==> src/include/csa_bridge_params.svh <==
`ifndef CSA_BRIDGE_PARAMS_SVH
`define CSA_BRIDGE_PARAMS_SVH

// Input bus word, as delivered by the stream source
`define CSA_IN_WORD_W 32

// One operand slice for the carry-save adder input
`define CSA_OUT_WORD_W 40

// Five input words fill exactly four output slices (160 bits)
`define CSA_WORDS_PER_GROUP 5
`define CSA_SLICES_PER_GROUP 4

// Input side buffering
`define CSA_IN_FIFO_DEPTH 8

// Output side buffering, absorbs adder stalls
`define CSA_OUT_FIFO_DEPTH 8

`endif

==> src/logic/csa_bridge_pkg.sv <==
`default_nettype none

`include "csa_bridge_params.svh"

package csa_bridge_pkg;

	// Word as it arrives from the input bus
	typedef logic [`CSA_IN_WORD_W-1:0] in_word_t;

	// Slice handed to the adder datapath
	typedef logic [`CSA_OUT_WORD_W-1:0] csa_word_t;

	// Whole group, word 0 in the lowest bits
	typedef logic [`CSA_WORDS_PER_GROUP*`CSA_IN_WORD_W-1:0] group_buf_t;

endpackage

`default_nettype wire

==> src/logic/csa_in_bridge.sv <==
`timescale 1ns/1ns
`default_nettype none

`include "csa_bridge_params.svh"

module csa_in_bridge (
	input  logic                      axis_s_rclk,
	input  logic                      rst_n,

	input  logic                      in_valid,
	output logic                      in_ready,
	input  csa_bridge_pkg::in_word_t  in_data,

	output logic                      out_valid,
	input  logic                      out_ready,
	output csa_bridge_pkg::csa_word_t out_data
);

	// Input FIFO to packer
	logic                      word_valid;
	logic                      word_ready;
	csa_bridge_pkg::in_word_t  word_data;

	// Packer to output FIFO
	logic                      slice_valid;
	logic                      slice_ready;
	csa_bridge_pkg::csa_word_t slice_data;

	word_fifo #(
		.payload_t (csa_bridge_pkg::in_word_t),
		.DEPTH     (`CSA_IN_FIFO_DEPTH)
	) i_in_fifo (
		.axis_s_rclk (axis_s_rclk),
		.rst_n       (rst_n),
		.push_valid  (in_valid),
		.push_ready  (in_ready),
		.push_data   (in_data),
		.pop_valid   (word_valid),
		.pop_ready   (word_ready),
		.pop_data    (word_data)
	);

	pack_32_to_40 i_pack (
		.axis_s_rclk (axis_s_rclk),
		.rst_n       (rst_n),
		.word_valid  (word_valid),
		.word_ready  (word_ready),
		.word_data   (word_data),
		.slice_valid (slice_valid),
		.slice_ready (slice_ready),
		.slice_data  (slice_data)
	);

	word_fifo #(
		.payload_t (csa_bridge_pkg::csa_word_t),
		.DEPTH     (`CSA_OUT_FIFO_DEPTH)
	) i_out_fifo (
		.axis_s_rclk (axis_s_rclk),
		.rst_n       (rst_n),
		.push_valid  (slice_valid),
		.push_ready  (slice_ready),
		.push_data   (slice_data),
		.pop_valid   (out_valid),
		.pop_ready   (out_ready),
		.pop_data    (out_data)
	);

endmodule

`default_nettype wire

==> src/logic/pack_32_to_40.sv <==
`timescale 1ns/1ns
`default_nettype none

`include "csa_bridge_params.svh"

module pack_32_to_40 (
	input  logic                      axis_s_rclk,
	input  logic                      rst_n,

	input  logic                      word_valid,
	output logic                      word_ready,
	input  csa_bridge_pkg::in_word_t  word_data,

	output logic                      slice_valid,
	input  logic                      slice_ready,
	output csa_bridge_pkg::csa_word_t slice_data
);

	localparam int IN_W  = $bits(csa_bridge_pkg::in_word_t);
	localparam int OUT_W = $bits(csa_bridge_pkg::csa_word_t);
	localparam int WIDX_W = $clog2(`CSA_WORDS_PER_GROUP);
	localparam int SIDX_W = $clog2(`CSA_SLICES_PER_GROUP);

	// Gather side
	csa_bridge_pkg::group_buf_t gather_buf;
	logic [WIDX_W-1:0]          word_idx;
	logic                       group_full;

	// Emit side
	csa_bridge_pkg::group_buf_t emit_buf;
	logic [SIDX_W-1:0]          slice_idx;
	logic                       emit_busy;

	logic word_fire;
	logic slice_fire;
	logic handoff;
	logic last_word;
	logic last_slice;

	// Stall input only when two groups are already in flight
	assign word_ready = !(group_full && emit_busy);
	assign word_fire  = word_valid && word_ready;
	assign last_word  = (word_idx == WIDX_W'(`CSA_WORDS_PER_GROUP - 1));

	assign handoff = group_full && !emit_busy;

	assign slice_valid = emit_busy;
	assign slice_data  = emit_buf[slice_idx*OUT_W +: OUT_W];
	assign slice_fire  = slice_valid && slice_ready;
	assign last_slice  = (slice_idx == SIDX_W'(`CSA_SLICES_PER_GROUP - 1));

	// Word n lands at bit n*32.
	// The old contents are still copied out on a handoff edge,
	// so word 0 of the next group can be written at the same time
	always_ff @(posedge axis_s_rclk) begin
		if (word_fire) begin
			gather_buf[word_idx*IN_W +: IN_W] <= word_data;
		end
	end

	always_ff @(posedge axis_s_rclk) begin
		if (!rst_n) begin
			word_idx   <= '0;
			group_full <= 1'b0;
		end else begin
			if (handoff) begin
				group_full <= 1'b0;
			end
			if (word_fire) begin
				if (last_word) begin
					word_idx   <= '0;
					group_full <= 1'b1;
				end else begin
					word_idx <= word_idx + 1'b1;
				end
			end
		end
	end

	// Emit register payload
	always_ff @(posedge axis_s_rclk) begin
		if (handoff) begin
			emit_buf <= gather_buf;
		end
	end

	always_ff @(posedge axis_s_rclk) begin
		if (!rst_n) begin
			emit_busy <= 1'b0;
			slice_idx <= '0;
		end else begin
			if (handoff) begin
				emit_busy <= 1'b1;
				slice_idx <= '0;
			end else if (slice_fire) begin
				if (last_slice) begin
					emit_busy <= 1'b0;
					slice_idx <= '0;
				end else begin
					slice_idx <= slice_idx + 1'b1;
				end
			end
		end
	end

	// Stalled slice must be held until the output FIFO takes it
	a_slice_stable: assert property (
		@(posedge axis_s_rclk) disable iff (!rst_n)
		slice_valid && !slice_ready |=> slice_valid && $stable(slice_data)
	);

	a_word_idx_range: assert property (
		@(posedge axis_s_rclk) disable iff (!rst_n)
		word_idx < WIDX_W'(`CSA_WORDS_PER_GROUP)
	);

endmodule

`default_nettype wire

==> src/logic/word_fifo.sv <==
`timescale 1ns/1ns
`default_nettype none

module word_fifo #(
	parameter type payload_t = logic [7:0],
	parameter int DEPTH = 8
) (
	input  logic     axis_s_rclk,
	input  logic     rst_n,

	input  logic     push_valid,
	output logic     push_ready,
	input  payload_t push_data,

	output logic     pop_valid,
	input  logic     pop_ready,
	output payload_t pop_data
);

	localparam int PTR_W = (DEPTH > 1) ? $clog2(DEPTH) : 1;
	localparam int CNT_W = $clog2(DEPTH + 1);

	payload_t mem [DEPTH];

	logic [PTR_W-1:0] wr_ptr;
	logic [PTR_W-1:0] rd_ptr;
	logic [CNT_W-1:0] count;

	logic push_fire;
	logic pop_fire;

	assign push_ready = (count != CNT_W'(DEPTH));
	assign pop_valid  = (count != '0);
	assign pop_data   = mem[rd_ptr];

	assign push_fire = push_valid && push_ready;
	assign pop_fire  = pop_valid && pop_ready;

	// Storage
	always_ff @(posedge axis_s_rclk) begin
		if (push_fire) begin
			mem[wr_ptr] <= push_data;
		end
	end

	always_ff @(posedge axis_s_rclk) begin
		if (!rst_n) begin
			wr_ptr <= '0;
			rd_ptr <= '0;
			count  <= '0;
		end else begin
			if (push_fire) begin
				if (wr_ptr == PTR_W'(DEPTH - 1))
					wr_ptr <= '0;
				else
					wr_ptr <= wr_ptr + 1'b1;
			end
			if (pop_fire) begin
				if (rd_ptr == PTR_W'(DEPTH - 1))
					rd_ptr <= '0;
				else
					rd_ptr <= rd_ptr + 1'b1;
			end
			// Simultaneous push and pop leave the count alone
			if (push_fire && !pop_fire)
				count <= count + 1'b1;
			else if (pop_fire && !push_fire)
				count <= count - 1'b1;
		end
	end

	a_count_in_range: assert property (
		@(posedge axis_s_rclk) disable iff (!rst_n)
		count <= CNT_W'(DEPTH)
	);

	// Head entry must not move under a stalled reader
	a_pop_stable: assert property (
		@(posedge axis_s_rclk) disable iff (!rst_n)
		pop_valid && !pop_ready |=> pop_valid && $stable(pop_data)
	);

endmodule

`default_nettype wire

==> config.mk <==
export PLATFORM = sky130hd
export DESIGN_NAME = csa_in_bridge
export DESIGN_NICKNAME = d
export VERILOG_FILES = /design/src/logic/csa_bridge_pkg.sv /design/src/logic/csa_in_bridge.sv /design/src/logic/pack_32_to_40.sv /design/src/logic/word_fifo.sv
export VERILOG_INCLUDE_DIRS = /design/src /design/src/include
export SDC_FILE = /design/constraint.sdc
export NUM_CORES = 1
export LEC_CHECK = 0
export BUFFER_PORTS_ARGS = -buffer_cell sky130_fd_sc_hd__buf_2
export CORE_UTILIZATION = 55
export DETAILED_ROUTE_END_ITERATION = 8
export GPL_TIMING_DRIVEN = 0
export PLACE_DENSITY_LB_ADDON = 0.25
export SLEW_MARGIN = 20
export SYNTH_ARGS = -nofsm -noshare
export SYNTH_HDL_FRONTEND = slang
export SYNTH_HIERARCHICAL = 1
export SYNTH_SLANG_ARGS = --single-unit
==> constraint.sdc <==
create_clock -name axis_s_rclk -period 10.55 [get_ports axis_s_rclk]
set_clock_uncertainty 0.2 [all_clocks]
set_input_delay 1.055 -clock axis_s_rclk [delete_from_list [all_inputs] [get_ports axis_s_rclk]]
set_output_delay 1.055 -clock axis_s_rclk [all_outputs]
set_load 0.005 [all_outputs]
==> impl_metrics.ini, run 1 <==
[timing]
setup_violations = 0
setup_slack_ps = 6400
min_period_ps = 4150
maxSlewHeadroom_pct = 33.0
rsz0062_at_grt = false
finalHoldViolCount = 0
post-route-period-util_pct = 39.4
max_freq_mhz = 241
slew_violations = 0
tightestPinTransition_ps = 1010

[place]
post-place-ws_ps = 6900
place_area_sq_um = 38200
placed_cells = 2605
io_buffers = 77
place_congestion = 0.781
hpwl_mm = 47.5

[worst_setup_path]
worstReg2RegStart = i_pack/word_idx[0]
critPathMostFrequentCell = clkbuf_1
start_kind = flip-flop
cp_num_cells = 5
arrival_ps = 2900
r2r-end = i_pack/gather_buf[12]
path_cells = clkbuf_1 -> clkbuf_1 -> mux4_1 -> mux2_2 -> buf_2
cp_num_buf_inv = 3
cp_top_family = buffers and inverters
required_ps = 9300
r2r_setup_slack_ps = 6900
cp_max_fo = 10
crit_type = reg -> out
slowest_stage = clkbuf_1
reg2reg_depth = 7
max_stage_delay_ps = 600
cp-end-kind = output port

[cells_and_area]
final_cells = 2770
fin_util_pct = 64.0
final_layout_size_suffix_gt1_share_pct = 27.8
nets = 1903
stdcell_area_sq_um = 41100
fillers = 4233
area_delta_synth_final_pct = 15.2

[synth]
synth_edf_count = 896
synth_top_area_cell = edfxtp_1
synth.area.top_cells = edfxtp_1 (75%), mux4_1 (8.8%), mux4_2 (4.0%)
synth_most_common_cell = edfxtp_1
synth_warnings = 6
synth-seq-area-share_pct = 77.2
synth.top_cell.area_share_pct = 75.4
ys_ff_latch = 929
ys.flop_type = edfxtp_1
synth.distinct_cells = 47
syn-instance-count = 1592
synth.cell_area_sq_um = 35700
synthArstFlopShare_pct = 0
avgSynthCellArea_sq_um = 22.4
netlist_top_cells_count = edfxtp_1 (896), and2_1 (138), mux4_1 (120)
syn-num-nets = 1653

[global_routing]
grt_pass1_vias = 16798
antenna_found_initial = 9
grt_pass1_wl_mm = 105
grt_util_all_layers_pct = 22.0
grt_max_degree = 32
grt_overflow = 0

[pwr]
p_leak_nw = 13.7
power.density_nw_per_um2 = 224
total_power_mw = 9.22
vdd_drop_max_mv = 0.213

[worst_hold_path]
min_to = i_pack/emit_buf[75]
hold_depth = 0
hold_class = reg -> reg
hold_start = i_pack/gather_buf[75]

[clocking]
postCtsSetupBuffers = 0
cts-root-buf = clkbuf_16
clk_path_buf_depth = 3
ctsResizeCount = 0
cts_tree = done
numClockSinks = 929
clkLatencyLatePin_ps = 650
ctsHtreeMaxLevel = 3
path_clk_slew_ps = 60
hold_buffers = 0
cts-buffers-inserted = 90

[floorplanning]
io_pins = 78
die_w_um = 257
initial_core_util_pct = 55.6
fp.dieH_um = 257
fp-row-count = 93
coreArea_sq_um = 64200
dieArea_sq_um = 65900

[status]
outcome = completed

[route]
routed_wl_mm = 70.9
antenna_left = 0
dr.pass1.iters = 5
wl_per_cell_um = 25.6
drcViolationCount = 0
routed_via_density = 5.82
vias = 16114
drtIter0Drc = 1314

[flow_run]
cap_violations = 0
final cells by class:
cell class | instances | area (sq um) | area share [%]
diodes | 2 | 5.00 | 0.0122
plain buffers | 71 | 432 | 1.05
clock buffers | 111 | 2370 | 5.77
clock inverters | 52 | 556 | 1.35
inverters | 7 | 26.3 | 0.0639
multi-input cells | 585 | 7780 | 18.9
flip-flops and latches | 929 | 27600 | 67.0
well taps | 855 | 1070 | 2.60
repair buffers | 158 | 1310 | 3.19
kinds of logic (layout without fill, tap and decap cells):
group                      after synthesis  count (layout)  share of synthesized area (%)
AOI/OAI and AO/OA                       32              32                          0.621
xor gates and xnor gates                 4               4                         0.0982
adders and majority gates               25              25                          0.919
buffers and inverters                   78             399                           1.28
DFF                                    929             929                           77.2
muxes                                  261             261                           15.3
other                                    0               2                              0
and+or+nand+nor                        263             263                           4.55
metal layers:
metal / wire length [um] / GRT usage, % / vias up
li1: - / - / 7090
met1: 27700 / 27.8 / 8403
met2: 36800 / 38.2 / 479
met3: 4410 / 4.53 / 134
met4: 1930 / 7.04 / 8
met5: 52 / 0 / -
per-stage QoR:
| stage | hold WS, ps | setup TNS [ps] |
|---|---|---|
| 2_1_floorplan | 200 | 0 |
| 3_3_place_gp | 201 | -63300 |
| 3_5_place_dp | 205 | 0 |
| 4_1_cts | 203 | 0 |
| 5_1_grt | 214 | 0 |
| 6_report | 200 | 0 |
state kept, by name (all words and copies together), names as in the netlist, named ones only:
signal and count:
i_pack/slice_idx 2, i_out_fifo/wr_ptr 3, i_pack/group_full 1, i_pack/slice_valid 1, i_out_fifo/mem 320, i_out_fifo/rd_ptr 3, i_pack/emit_buf 160, i_in_fifo/wr_ptr 3
i_in_fifo/count 4, i_pack/gather_buf 160, i_in_fifo/mem 256, i_pack/word_idx 3, i_out_fifo/count 4, i_in_fifo/rd_ptr 3
placed cells by master, fill, tap and decap left out, types with 9 or more instances in the layout:
cell | synthesis | routed
ha_1 | 23 | 23
nand2b_1 | 10 | 10
mux2_2 | 73 | 73
clkinv_2 | 0 | 12
edfxtp_1 | 896 | 896
bufinv_16 | 0 | 10
clkbuf_2 | 12 | 12
a21boi_0 | 14 | 14
clkinv_1 | 0 | 17
nand2_1 | 31 | 31
and2_1 | 138 | 134
clkbuf_1 | 25 | 43
mux4_1 | 120 | 120
buf_6 | 16 | 24
dfxtp_1 | 33 | 33
and2_2 | 30 | 34
clkbuf_16 | 0 | 91
nor3_2 | 1 | 9
buf_4 | 4 | 40
buf_16 | 0 | 11
mux4_2 | 64 | 64
buf_2 | 12 | 106
buf_12 | 0 | 9
worst max path at each step:
stage / from / end / slack [ps]
2_1_floorplan: i_pack/slice_valid / i_pack/emit_buf[0] / 2150
3_3_place_gp: i_pack/slice_valid / i_pack/emit_buf[1] / -410
3_5_place_dp: i_pack/word_idx[0] / i_pack/gather_buf[1] / 6900
4_1_cts: flip-flop / out_data[11] / 6330
5_1_grt: flip-flop / out_data[11] / 6310
6_report: flip-flop / out_data[11] / 6400
report_power, final:
part / internal, mW / total [mW] / switching, mW
logic: 0.769 / 1.75 / 0.980
registers: 4.24 / 4.31 / 0.0646
clock network: 1.85 / 3.16 / 1.31
(Power assumes the default switching activity.)
==> run 2, diff against run 1 <==
==> constraint.sdc (replaced) <==
create_clock -name axis_s_rclk -period 3.9 [get_ports axis_s_rclk]
set_clock_uncertainty 0.2 [all_clocks]
set_input_delay 0.39 -clock axis_s_rclk [delete_from_list [all_inputs] [get_ports axis_s_rclk]]
set_output_delay 0.39 -clock axis_s_rclk [all_outputs]
set_load 0.005 [all_outputs]
==> impl_metrics.ini, run 2 (synthesis gave the netlist of run 1 again) <==
[worst_setup_path]
slowest_stage = clkbuf_1
max_stage_delay_ps = 600
cp_num_cells = 5
critPathMostFrequentCell = clkbuf_1
cp-end-kind = output port
reg2reg_depth = 7
cp_max_fo = 10
cp_num_buf_inv = 3
required_ps = 3310
arrival_ps = 2960
start_kind = flip-flop
cp_top_family = buffers and inverters
path_cells = clkbuf_1 -> clkbuf_1 -> mux4_1 -> mux2_2 -> buf_2
crit_type = reg -> out

[global_routing]
grt_util_all_layers_pct = 22.0
antenna_found_initial = 3
grt_pass1_vias = 16914
grt_overflow = 0
grt_max_degree = 32
grt_pass1_wl_mm = 105

[cells_and_area]
final_layout_size_suffix_gt1_share_pct = 26.2
reg_top3 = i_out_fifo/mem: 320 flops, i_in_fifo/mem: 256 flops
area_delta_synth_final_pct = 15.7
mostFrequentLayoutCells = edfxtp_1 (896), and2_1 (134), mux4_1 (120)
largest_reg_flops = 320
fillers = 4207
nets = 1925
max_flop_register = i_out_fifo/mem
seqCellArea_sq_um = 27600
fin_util_pct = 64.3
layout_commonest_cell = edfxtp_1
multi_input_area_sq_um = 7810

[route]
dr.pass1.iters = 7
drtIter0Drc = 1402
wl_per_cell_um = 25.4
antenna_left = 0
vias = 16241
drcViolationCount = 0
routed_via_density = 5.81
routed_wl_mm = 71.1

[pwr]
pwr-share-comb_pct = 19.3
p_int_mw = 18.2
switching_share_pct = 25.9
power_switching_mw = 6.37
p_leak_nw = 13.7
total_power_mw = 24.6
p_clk_share_pct = 33.3
vdd_drop_max_mv = 0.427
p_seq_share_pct = 47.4
power.density_nw_per_um2 = 596

[timing]
finalHoldViolCount = 0
min_period_ps = 3550
slew_violations = 0
post-route-period-util_pct = 91.0
max_freq_mhz = 282
setup_violations = 0
maxSlewHeadroom_pct = 28.5
holdWs_ps = 211
setup_slack_ps = 350
rsz0062_at_grt = false
tightestPinTransition_ps = 1070

[worst_hold_path]
hold_class = reg -> reg
hold_depth = 0

[clocking]
cts-buffers-inserted = 92
path_clk_slew_ps = 60
ctsHtreeMaxLevel = 3
numClockSinks = 929
clkLatencyLatePin_ps = 630
cts-root-buf = clkbuf_16
clk_path_buf_depth = 3
cts_tree = done

[flow_run]
cap_violations = 0

[place]
post-place-ws_ps = 488
hpwl_mm = 46.5
place_congestion = 0.800
io_buffers = 77

[floorplanning]
fp-row-count = 93
dieArea_sq_um = 65900
coreArea_sq_um = 64200
io_pins = 78
fp.dieH_um = 257
initial_core_util_pct = 55.6
die_w_um = 257

[status]
outcome = completed
## run 2: changes by cell type in the layout (fill, tap and decap cells not counted), sizes merged
cell,previous run,this run
dlygate4sd3,0,35
bufinv,10,4
clkinv,34,41
clkbuf,148,151
inv,10,11
buf,192,177
clkinvlp,5,3
## run 2: worst reg2reg max path, cell delays in order, from the launching register on
cell and delay, ps:
dfxtp_1 600, inv_2 150, ha_1 290, ha_1 350, and4b_1 470, clkbuf_2 390, and2_2 420, buf_12 250
## run 2: timing repair
action / in CTS / in global routing
hold buffers: 35 / 0
gates resized for setup: 0 / 0
endpoints found under the hold margin: 265 / 0
buffers inserted: 0 / 0
endpoints found under the setup margin: 0 / 0
## run 2: stage by stage
step                instance area (sq um)  instances  setup TNS [ps]
finish                              41300       2793               0
global route                        41300       2793               0
CTS                                 41300       2791               0
detailed placement                  38100       2590               0
global placement                    37200       2524        -1105520
floorplan                           35700       1592          -40290
## run 2: final cells by class
cell class | instances | area share, %
Sequential cell | 929 | 66.8
Multi-Input combinational cell | 585 | 18.9
Clock buffer | 114 | 5.83
Timing Repair Buffer | 178 | 3.84
Tap cell | 855 | 2.59
Buffer | 71 | 1.05
Clock inverter | 52 | 0.924
Inverter | 7 | 0.0636
Antenna cell | 2 | 0.0121
## run 2: routing by layer
layer  vias up  part of all wire, %  GRT usage, %
li1       7128                    -             -
met5         -                    0             0
met4         0                  2.3          7.04
met2       493                   52          38.6
met1      8506                   40          28.4
met3       114                  5.5          3.34
## run 2: worst paths after layout
path,start,slack [ps],endpoint
max,flip-flop,350,out_data[30]
min,i_pack/gather_buf[126],210,i_pack/emit_buf[126]
max reg2reg,i_pack/word_idx[0],450,i_pack/gather_buf[28]
min reg2reg,i_pack/gather_buf[126],210,i_pack/emit_buf[126]
## run 2: power by group through the flow
stage | Sequential (mW) | Clock, mW | Combinational (mW)
after floorplan | 11.8 | 0 | 3.02
after global placement | 11.9 | 0 | 4.50
after detailed placement | 11.9 | 0 | 4.71
after CTS | 11.7 | 8.36 | 4.78
after global routing | 11.7 | 8.73 | 5.03
final | 11.7 | 8.20 | 4.74
